[src/logic/isa_pkg.sv]
package isa_pkg;

    // major opcode values, bits 31:26
    localparam logic [5:0] OPCODE_SPECIAL = 6'h00;
    localparam logic [5:0] OPCODE_ADDIU   = 6'h09;
    localparam logic [5:0] OPCODE_SLTI    = 6'h0a;
    localparam logic [5:0] OPCODE_SLTIU   = 6'h0b;
    localparam logic [5:0] OPCODE_ANDI    = 6'h0c;
    localparam logic [5:0] OPCODE_ORI     = 6'h0d;
    localparam logic [5:0] OPCODE_XORI    = 6'h0e;
    localparam logic [5:0] OPCODE_LUI     = 6'h0f;

    // function field under SPECIAL
    localparam logic [5:0] FUNC_SLL  = 6'h00;
    localparam logic [5:0] FUNC_SRL  = 6'h02;
    localparam logic [5:0] FUNC_SRA  = 6'h03;
    localparam logic [5:0] FUNC_ADDU = 6'h21;
    localparam logic [5:0] FUNC_SUBU = 6'h23;
    localparam logic [5:0] FUNC_AND  = 6'h24;
    localparam logic [5:0] FUNC_OR   = 6'h25;
    localparam logic [5:0] FUNC_XOR  = 6'h26;
    localparam logic [5:0] FUNC_NOR  = 6'h27;
    localparam logic [5:0] FUNC_SLT  = 6'h2a;
    localparam logic [5:0] FUNC_SLTU = 6'h2b;

    // low bit of each instruction field
    localparam int OPCODE_LSB = 26;
    localparam int RS_LSB     = 21;
    localparam int RT_LSB     = 16;
    localparam int RD_LSB     = 11;
    localparam int SHAMT_LSB  = 6;
    localparam int FUNC_LSB   = 0;
    localparam int IMM_LSB    = 0;

    // register file geometry
    localparam int REG_COUNT          = 32;
    localparam int LINK_FREE_ZERO_REG = 0;

endpackage

[src/logic/pipe_pkg.sv]
package pipe_pkg;

    typedef logic [31:0] word_t;

    typedef logic [4:0] reg_addr_t;

    // alu operations carried from ID to EX
    typedef enum logic [3:0] {
        ALU_ADD,
        ALU_SUB,
        ALU_AND,
        ALU_OR,
        ALU_XOR,
        ALU_NOR,
        ALU_SLT,
        ALU_SLTU,
        ALU_SLL,
        ALU_SRL,
        ALU_SRA,
        ALU_LUI
    } alu_op_t;

endpackage

[src/logic/register_file.sv]
`timescale 1ns/1ps

module register_file
    import isa_pkg::*;
    import pipe_pkg::*;
(
    input  logic      clk,
    input  reg_addr_t r_addr1,
    input  reg_addr_t r_addr2,
    input  logic      w_enable,
    input  reg_addr_t w_addr,
    input  word_t     w_data,
    output word_t     r_data1,
    output word_t     r_data2
);

    localparam reg_addr_t ZERO_REG = reg_addr_t'(LINK_FREE_ZERO_REG);

    word_t regs [REG_COUNT];

    always_ff @(posedge clk) begin
        if (w_enable && w_addr != ZERO_REG) begin
            regs[w_addr] <= w_data;
        end
    end

    // asynchronous reads, zero register hardwired
    assign r_data1 = (r_addr1 == ZERO_REG) ? '0 : regs[r_addr1];
    assign r_data2 = (r_addr2 == ZERO_REG) ? '0 : regs[r_addr2];

endmodule

[src/logic/operand_bypass.sv]
`timescale 1ns/1ps

module operand_bypass
    import isa_pkg::*;
    import pipe_pkg::*;
(
    input  logic      clk,
    input  reg_addr_t rs_addr,
    input  reg_addr_t rt_addr,
    input  logic      ex_wen,
    input  reg_addr_t ex_wnum,
    input  word_t     ex_result,
    input  logic      wb_wen,
    input  reg_addr_t wb_wnum,
    input  word_t     wb_data,
    output word_t     rs_data,
    output word_t     rt_data
);

    localparam reg_addr_t ZERO_REG = reg_addr_t'(LINK_FREE_ZERO_REG);

    word_t rf_rs_data;
    word_t rf_rt_data;

    // youngest producer wins: EX, then WB, then the file
    function automatic word_t pick_operand(
        input reg_addr_t addr,
        input word_t     rf_data,
        input logic      ex_hit_en,
        input reg_addr_t ex_num,
        input word_t     ex_data,
        input logic      wb_hit_en,
        input reg_addr_t wb_num,
        input word_t     wb_value
    );
        if (addr == ZERO_REG) begin
            return rf_data;
        end else if (ex_hit_en && ex_num == addr) begin
            return ex_data;
        end else if (wb_hit_en && wb_num == addr) begin
            return wb_value;
        end
        return rf_data;
    endfunction

    assign rs_data = pick_operand(rs_addr, rf_rs_data, ex_wen, ex_wnum, ex_result,
                                  wb_wen, wb_wnum, wb_data);
    assign rt_data = pick_operand(rt_addr, rf_rt_data, ex_wen, ex_wnum, ex_result,
                                  wb_wen, wb_wnum, wb_data);

    register_file i_register_file (
        .clk      (clk),
        .r_addr1  (rs_addr),
        .r_addr2  (rt_addr),
        .w_enable (wb_wen),
        .w_addr   (wb_wnum),
        .w_data   (wb_data),
        .r_data1  (rf_rs_data),
        .r_data2  (rf_rt_data)
    );

endmodule

[src/logic/fetch_unit.sv]
`timescale 1ns/1ps

module fetch_unit
    import pipe_pkg::*;
#(
    parameter word_t RESET_PC = 32'hbfc00000
) (
    input  logic  clk,
    input  logic  reset,
    output logic  inst_sram_en,
    output word_t inst_sram_addr,
    output word_t pc_if,
    output logic  valid_if
);

    logic start;

    // sram is always read, one word per cycle
    assign inst_sram_en = 1'b1;

    // restart from RESET_PC until the first word is in IF
    assign inst_sram_addr = valid_if ? pc_if + 32'd4 : RESET_PC;

    always_ff @(posedge clk) begin
        if (reset) begin
            start    <= 1'b0;
            valid_if <= 1'b0;
        end else begin
            start    <= 1'b1;
            valid_if <= start;
        end
    end

    // pc of the word the sram returns next cycle
    always_ff @(posedge clk) begin
        pc_if <= inst_sram_addr;
    end

endmodule

[src/logic/decode_unit.sv]
`timescale 1ns/1ps

module decode_unit
    import isa_pkg::*;
    import pipe_pkg::*;
(
    input  logic      clk,
    input  logic      reset,
    input  word_t     pc_if,
    input  logic      valid_if,
    input  word_t     instruction,
    input  word_t     rs_data,
    input  word_t     rt_data,
    output reg_addr_t rs_addr,
    output reg_addr_t rt_addr,
    output logic      ex_valid,
    output word_t     ex_pc,
    output alu_op_t   ex_op,
    output word_t     ex_a,
    output word_t     ex_b,
    output logic      ex_wen,
    output reg_addr_t ex_wnum
);

    localparam reg_addr_t ZERO_REG = reg_addr_t'(LINK_FREE_ZERO_REG);

    logic  id_valid;
    word_t id_pc;
    word_t id_inst;

    logic [5:0]  opcode;
    logic [5:0]  func;
    reg_addr_t   rd_addr;
    logic [4:0]  shamt;
    logic [15:0] imm;

    alu_op_t   op;
    logic      known;
    logic      dest_is_rd;
    logic      a_is_shamt;
    logic      b_is_imm;
    logic      imm_signed;
    reg_addr_t wnum;
    word_t     imm_ext;
    word_t     op_a;
    word_t     op_b;

    // IF/ID
    always_ff @(posedge clk) begin
        if (reset) begin
            id_valid <= 1'b0;
        end else begin
            id_valid <= valid_if;
        end
    end

    always_ff @(posedge clk) begin
        id_pc   <= pc_if;
        id_inst <= instruction;
    end

    assign opcode  = id_inst[OPCODE_LSB +: 6];
    assign rs_addr = id_inst[RS_LSB +: 5];
    assign rt_addr = id_inst[RT_LSB +: 5];
    assign rd_addr = id_inst[RD_LSB +: 5];
    assign shamt   = id_inst[SHAMT_LSB +: 5];
    assign func    = id_inst[FUNC_LSB +: 6];
    assign imm     = id_inst[IMM_LSB +: 16];

    always_comb begin
        op         = ALU_ADD;
        known      = 1'b1;
        dest_is_rd = 1'b0;
        a_is_shamt = 1'b0;
        b_is_imm   = 1'b0;
        imm_signed = 1'b0;
        if (opcode == OPCODE_SPECIAL) begin
            dest_is_rd = 1'b1;
            case (func)
                FUNC_ADDU: op = ALU_ADD;
                FUNC_SUBU: op = ALU_SUB;
                FUNC_AND:  op = ALU_AND;
                FUNC_OR:   op = ALU_OR;
                FUNC_XOR:  op = ALU_XOR;
                FUNC_NOR:  op = ALU_NOR;
                FUNC_SLT:  op = ALU_SLT;
                FUNC_SLTU: op = ALU_SLTU;
                FUNC_SLL: begin
                    op         = ALU_SLL;
                    a_is_shamt = 1'b1;
                end
                FUNC_SRL: begin
                    op         = ALU_SRL;
                    a_is_shamt = 1'b1;
                end
                FUNC_SRA: begin
                    op         = ALU_SRA;
                    a_is_shamt = 1'b1;
                end
                default: known = 1'b0;
            endcase
        end else begin
            b_is_imm = 1'b1;
            case (opcode)
                OPCODE_ADDIU: begin
                    op         = ALU_ADD;
                    imm_signed = 1'b1;
                end
                OPCODE_SLTI: begin
                    op         = ALU_SLT;
                    imm_signed = 1'b1;
                end
                OPCODE_SLTIU: begin
                    op         = ALU_SLTU;
                    imm_signed = 1'b1;
                end
                OPCODE_ANDI: op = ALU_AND;
                OPCODE_ORI:  op = ALU_OR;
                OPCODE_XORI: op = ALU_XOR;
                OPCODE_LUI:  op = ALU_LUI;
                default: known = 1'b0;
            endcase
        end
    end

    assign wnum    = dest_is_rd ? rd_addr : rt_addr;
    assign imm_ext = imm_signed ? {{16{imm[15]}}, imm} : {16'b0, imm};
    assign op_a    = a_is_shamt ? {27'b0, shamt} : rs_data;
    assign op_b    = b_is_imm ? imm_ext : rt_data;

    // ID/EX
    always_ff @(posedge clk) begin
        if (reset) begin
            ex_valid <= 1'b0;
            ex_wen   <= 1'b0;
        end else begin
            ex_valid <= id_valid;
            ex_wen   <= id_valid && known && (wnum != ZERO_REG);
        end
    end

    always_ff @(posedge clk) begin
        ex_pc   <= id_pc;
        ex_op   <= op;
        ex_a    <= op_a;
        ex_b    <= op_b;
        ex_wnum <= wnum;
    end

endmodule

[src/logic/execute_unit.sv]
`timescale 1ns/1ps

module execute_unit
    import pipe_pkg::*;
(
    input  logic      clk,
    input  logic      reset,
    input  logic      ex_valid,
    input  word_t     ex_pc,
    input  alu_op_t   ex_op,
    input  word_t     ex_a,
    input  word_t     ex_b,
    input  logic      ex_wen,
    input  reg_addr_t ex_wnum,
    output word_t     ex_result,
    output word_t     wb_pc,
    output logic      wb_wen,
    output reg_addr_t wb_wnum,
    output word_t     wb_data
);

    logic [4:0] sa;

    // shift amount from the low bits of A
    assign sa = ex_a[4:0];

    always_comb begin
        case (ex_op)
            ALU_ADD:  ex_result = ex_a + ex_b;
            ALU_SUB:  ex_result = ex_a - ex_b;
            ALU_AND:  ex_result = ex_a & ex_b;
            ALU_OR:   ex_result = ex_a | ex_b;
            ALU_XOR:  ex_result = ex_a ^ ex_b;
            ALU_NOR:  ex_result = ~(ex_a | ex_b);
            ALU_SLT:  ex_result = {31'b0, $signed(ex_a) < $signed(ex_b)};
            ALU_SLTU: ex_result = {31'b0, ex_a < ex_b};
            ALU_SLL:  ex_result = ex_b << sa;
            ALU_SRL:  ex_result = ex_b >> sa;
            ALU_SRA:  ex_result = $signed(ex_b) >>> sa;
            ALU_LUI:  ex_result = ex_b << 16;
            default:  ex_result = '0;
        endcase
    end

    // EX/WB
    always_ff @(posedge clk) begin
        if (reset) begin
            wb_wen <= 1'b0;
        end else begin
            wb_wen <= ex_valid && ex_wen;
        end
    end

    always_ff @(posedge clk) begin
        wb_pc   <= ex_pc;
        wb_wnum <= ex_wnum;
        wb_data <= ex_result;
    end

endmodule

[src/logic/cpu_top.sv]
`timescale 1ns/1ps

module cpu_top
    import pipe_pkg::*;
#(
    parameter word_t RESET_PC = 32'hbfc00000
) (
    input  logic       clk,
    input  logic       reset,
    input  word_t      inst_sram_rdata,
    output logic       inst_sram_en,
    output word_t      inst_sram_addr,
    output word_t      debug_wb_pc,
    output logic [3:0] debug_wb_rf_wen,
    output reg_addr_t  debug_wb_rf_wnum,
    output word_t      debug_wb_rf_wdata
);

    word_t     pc_if;
    logic      valid_if;

    reg_addr_t rs_addr;
    reg_addr_t rt_addr;
    word_t     rs_data;
    word_t     rt_data;

    logic      ex_valid;
    word_t     ex_pc;
    alu_op_t   ex_op;
    word_t     ex_a;
    word_t     ex_b;
    logic      ex_wen;
    reg_addr_t ex_wnum;
    word_t     ex_result;

    logic      wb_wen;
    reg_addr_t wb_wnum;
    word_t     wb_data;

    fetch_unit #(
        .RESET_PC (RESET_PC)
    ) i_fetch_unit (
        .clk            (clk),
        .reset          (reset),
        .inst_sram_en   (inst_sram_en),
        .inst_sram_addr (inst_sram_addr),
        .pc_if          (pc_if),
        .valid_if       (valid_if)
    );

    decode_unit i_decode_unit (
        .clk         (clk),
        .reset       (reset),
        .pc_if       (pc_if),
        .valid_if    (valid_if),
        .instruction (inst_sram_rdata),
        .rs_data     (rs_data),
        .rt_data     (rt_data),
        .rs_addr     (rs_addr),
        .rt_addr     (rt_addr),
        .ex_valid    (ex_valid),
        .ex_pc       (ex_pc),
        .ex_op       (ex_op),
        .ex_a        (ex_a),
        .ex_b        (ex_b),
        .ex_wen      (ex_wen),
        .ex_wnum     (ex_wnum)
    );

    operand_bypass i_operand_bypass (
        .clk       (clk),
        .rs_addr   (rs_addr),
        .rt_addr   (rt_addr),
        .ex_wen    (ex_wen),
        .ex_wnum   (ex_wnum),
        .ex_result (ex_result),
        .wb_wen    (wb_wen),
        .wb_wnum   (wb_wnum),
        .wb_data   (wb_data),
        .rs_data   (rs_data),
        .rt_data   (rt_data)
    );

    execute_unit i_execute_unit (
        .clk       (clk),
        .reset     (reset),
        .ex_valid  (ex_valid),
        .ex_pc     (ex_pc),
        .ex_op     (ex_op),
        .ex_a      (ex_a),
        .ex_b      (ex_b),
        .ex_wen    (ex_wen),
        .ex_wnum   (ex_wnum),
        .ex_result (ex_result),
        .wb_pc     (debug_wb_pc),
        .wb_wen    (wb_wen),
        .wb_wnum   (wb_wnum),
        .wb_data   (wb_data)
    );

    // debug port mirrors the register file write
    assign debug_wb_rf_wen   = {4{wb_wen}};
    assign debug_wb_rf_wnum  = wb_wnum;
    assign debug_wb_rf_wdata = wb_data;

endmodule

[config.mk]
export PLATFORM = sky130hd
export DESIGN_NAME = cpu_top
export DESIGN_NICKNAME = d
export VERILOG_FILES = /design/src/logic/isa_pkg.sv /design/src/logic/pipe_pkg.sv /design/src/logic/register_file.sv /design/src/logic/operand_bypass.sv /design/src/logic/fetch_unit.sv /design/src/logic/decode_unit.sv /design/src/logic/execute_unit.sv /design/src/logic/cpu_top.sv
export SDC_FILE = /design/constraint.sdc
export NUM_CORES = 2
export LEC_CHECK = 0
export BUFFER_PORTS_ARGS = -buffer_cell sky130_fd_sc_hd__buf_4
export CORE_UTILIZATION = 60
export DETAILED_ROUTE_END_ITERATION = 12
export GPL_TIMING_DRIVEN = 0
export PLACE_DENSITY = 0.73
export SETUP_SLACK_MARGIN = 0.3
export SLEW_MARGIN = 5
export SYNTH_ARGS = -nofsm -noshare
export SYNTH_HDL_FRONTEND = slang
export SYNTH_HIERARCHICAL = 1
export SYNTH_SLANG_ARGS = --single-unit
[constraint.sdc]
create_clock -name clk -period 11.7 [get_ports clk]
set_input_delay 3.51 -clock clk [delete_from_list [all_inputs] [get_ports clk]]
set_output_delay 3.51 -clock clk [all_outputs]
set_load 0.05 [all_outputs]
==> metrics <==
CTS root buffer=clkbuf_16; Setup-failing EPs final=0; skew final=between 0.02 and 0.025 ns; Initial Util=between 60% and 70%; Total Wirelength=between 200 and 300 mm; hold path start=i_decode_unit/id_pc[18]$_DFF_P_; clk slew on worst S/H paths=0.06 ns; gpl congestion=1.056; Area after DPL=approximately 70000 µm²; Synth Register Bits=1300; Post-CTS Hold Buffers=0; kind of critical path=reg -> out; Max Slew Vio Count=30; clk buf depth=3; # DRC=0; register area share after synthesis=54.59%; Die X-Extent=334.8 µm; RSZ-0062 raised after global routing=no; Setup TNS Final=0 ns; CP bufs+invs=2; postcts setup bufs=0; DRT Pass-1 Iters=7; multi-input gate area in the final layout=28240 µm²; first-pass GRT wire length=362.0 mm; initial antenna violation count=15; origin of the critical flop-to-flop path=i_decode_unit/ex_a[2]$_DFF_P_; Final min period=6.974 ns; layout cell share with drive strength beyond 1=about a quarter; WHS Endpoint=i_decode_unit/ex_pc[18]$_DFF_P_; max_cap viols=3; Cell variety after synth=approximately 110; placed insts=6362; violated checks=max-capacitance violations, max-slew violations; Layout area overhead=12.68%; Post-Syn Area=~66000 µm²; Mapped Avg Cell Area=between 10 and 15 µm²; Placeable Area=109300 µm²; IO buf count=between 100 and 150; Syn. warnings=6; via count=about 50000; Worst Hold Path Cells=0; CP peak stage delay=0.48 ns; final hold vios=0; worst-path maximum fanout=10; crit end category=output port; mean routed wirelength per cell=39.73 µm; outcome=finished, violations left; HPWL Detailed=between 150 and 200 mm; post-route insts no fill=around 6600; H-tree Lvls=4; R2R Setup Slk=roughly 4.7 ns; ys flop type=edfxtp_1; HP Class=reg -> reg; ys async rst share=0%; layout filler cell count=between 7000 and 8000; Syn Inst Count=4680; f_max=between 100 and 150 MHz; clk_lat worst skew=just under 0.8 ns; Vias per Instance=7.621; Rows=about 120; LEAKAGE=26.32 nW; nets=5157; Pwr Density=about 160 nW/µm²; CTS sink cnt=between 1000 and 1500; Slew Limit Headroom=-5.164%; period utilization=between 50% and 60%; DR iter-0 viols=about 9000; number of flops mapped to enable cells by yosys=approximately 1000; gr usage total=between 40 and 50%; largest net degree at the start of global routing=36; CP top delay family=simple AND/OR/NAND/NOR gates; worst r2r dst=i_decode_unit/ex_a[0]$_DFF_P_; number of global-route vias before repair=between 40000 and 50000; startpoint type of the worst setup path=register; CP Cell Sequence=ha_1 -> and4_1 -> nand4_1 -> clkbuf_1 -> nor4_1 -> mux2i_1 -> buf_4; Gates resized, CTS repair=0; CTS tree=built; CTS Buf Count=around 130; die area=112100 µm²; boundary pin count=between 100 and 150; VDD IR-drop max=0.0001840 V; chip height=334.8 µm; Critical Path AT=3.46 ns; Finished Cell Area=~75000 µm²; CP max stage cell=nor4_1; Routed Antenna Nets=0; total grt overflow=0; Reg2Reg Depth=16; worst slew pin tran=around 1.6 ns; CP required=8.19 ns; register area=between 30000 and 40000 µm²
==> kinds of logic after synthesis <==
family	Yosys count	share of synthesized area, %
flip-flops	1300	54.59
multiplexers	1014	23.31
AO/OA/AOI/OAI	927	10.06
AND/OR/NAND/NOR	825	6.137
buffers and inverters	472	3.457
adder cells (fa/ha/maj)	101	1.924
XOR/XNOR	39	0.5141
other	2	0.01130
==> cell usage after synthesis, drive strengths merged, types with 15 or more instances <==
cell type | n | share of area (%)
o21ai | 154 | 1.2
or3 | 20 | 0.19
and2 | 40 | 0.38
nand4 | 54 | 0.51
mux4 | 376 | 13
nand2b | 23 | 0.22
dfxtp | 276 | 8.3
ha | 99 | 1.9
nand2 | 219 | 1.2
nor2 | 214 | 1.2
o31ai | 24 | 0.27
or4 | 20 | 0.23
a21o | 32 | 0.36
nand3 | 60 | 0.45
mux2 | 247 | 4.4
a311oi | 35 | 0.47
buf | 183 | 1.8
a211oi | 92 | 1.0
edfxtp | 1024 | 46
inv | 100 | 0.56
nor3 | 40 | 0.30
nor4 | 18 | 0.20
mux2i | 391 | 5.9
a21oi | 180 | 1.4
o221ai | 74 | 0.98
o22ai | 19 | 0.21
a221oi | 75 | 1.2
o21bai | 15 | 0.17
o211ai | 21 | 0.24
clkbuf | 187 | 1.1
xor2 | 25 | 0.33
o2111ai | 18 | 0.24
and3 | 23 | 0.22
a22oi | 78 | 0.88
nor2b | 54 | 0.51
==> stage by stage <==
step                setup slack, ns  util, %  hold WS [ns]  power (mW)
finish                        4.726    68.50        0.3151       11.78
global route                  4.548    68.47        0.3177       11.99
CTS                           4.753    68.45        0.3166       11.67
detailed placement            5.146    64.48        0.3121       7.511
global placement              5.122    63.53        0.3099       7.488
floorplan                     5.700        -        0.3096       6.726
==> metal layers <==
| metal | part of all wire (%) | vias to the layer above | track usage (%) |
|---|---|---|---|
| li1 | - | 19550 | - |
| met1 | 33 | 24940 | 57.79 |
| met2 | 43 | 4769 | 67.51 |
| met3 | 15 | 1191 | 18.19 |
| met4 | 8.3 | 16 | 31.64 |
| met5 | 0.13 | - | 1.129 |
==> placed cells by master, fill, tap and decap left out, types with 92 or more instances in the layout <==
master	n
buf_4	211
o21ai_0	147
mux2_2	209
clkbuf_16	137
clkbuf_1	213
a21oi_1	180
edfxtp_1	1024
mux2i_1	391
inv_1	99
nand2_1	219
a211oi_1	92
nor2_1	180
dfxtp_1	263
ha_1	99
mux4_2	322
==> worst register-to-register path: stages (launching register included) <==
cell and delay (ns):
dfxtp_1 0.48, inv_1 0.27, clkbuf_1 0.44, clkbuf_1 0.57, clkbuf_1 0.61, ha_1 0.45
nor2_1 0.18, o21ai_0 0.14, a31oi_1 0.39, o211ai_1 0.26, a221oi_1 0.57, o41ai_2 0.23
nor4b_1 0.62, o311ai_0 0.59, mux2_2 0.46, mux2_2 0.32, mux2_2 0.27
==> layout make-up <==
type / count / area share (%)
inverter: 102 / 0.5114
clock inverter: 72 / 0.9709
multi-input combinational: 2939 / 37.72
sequential: 1300 / 48.47
clock buffer: 173 / 4.814
antenna: 15 / 0.05013
buffer: 370 / 2.563
tap: 1476 / 2.467
timing repair buffer: 175 / 2.436
==> registers in the layout (all words and copies together), names as in the netlist, 4 cells and up <==
signal	cells
i_operand_bypass/i_register_file/regs	1024
i_decode_unit/ex_a	32
i_decode_unit/ex_b	32
i_decode_unit/ex_pc	32
i_decode_unit/id_inst	32
i_decode_unit/id_pc	32
i_execute_unit/wb_data	32
i_execute_unit/wb_pc	32
i_fetch_unit/pc_if	32
i_decode_unit/ex_wnum	5
i_execute_unit/wb_wnum	5
i_decode_unit/ex_op	4
==> how the worst max path moves through the flow <==
stage | slack [ns] | startpoint | end | depth (start not counted)
finish | 4.73 | i_fetch_unit/pc_if[2]$_DFF_P_ | inst_sram_addr[30] | 7
global route | 4.55 | i_fetch_unit/pc_if[2]$_DFF_P_ | inst_sram_addr[30] | 7
floorplan | 5.70 | i_fetch_unit/pc_if[2]$_DFF_P_ | inst_sram_addr[30] | 6
CTS | 4.75 | i_fetch_unit/pc_if[2]$_DFF_P_ | inst_sram_addr[30] | 7
global placement | 5.12 | i_decode_unit/ex_a[2]$_DFF_P_ | i_decode_unit/ex_a[0]$_DFF_P_ | 16
detailed placement | 5.15 | i_decode_unit/ex_a[2]$_DFF_P_ | i_decode_unit/ex_a[0]$_DFF_P_ | 16
==> where the power goes <==
part	switching, mW	leakage [nW]	internal [mW]	total, mW
Combinational	1.17	12.7	0.626	1.80
Sequential	0.410	11.5	5.34	5.75
Clock	1.85	2.11	2.38	4.24
No activity file was read; power rests on OpenSTA's default activity.
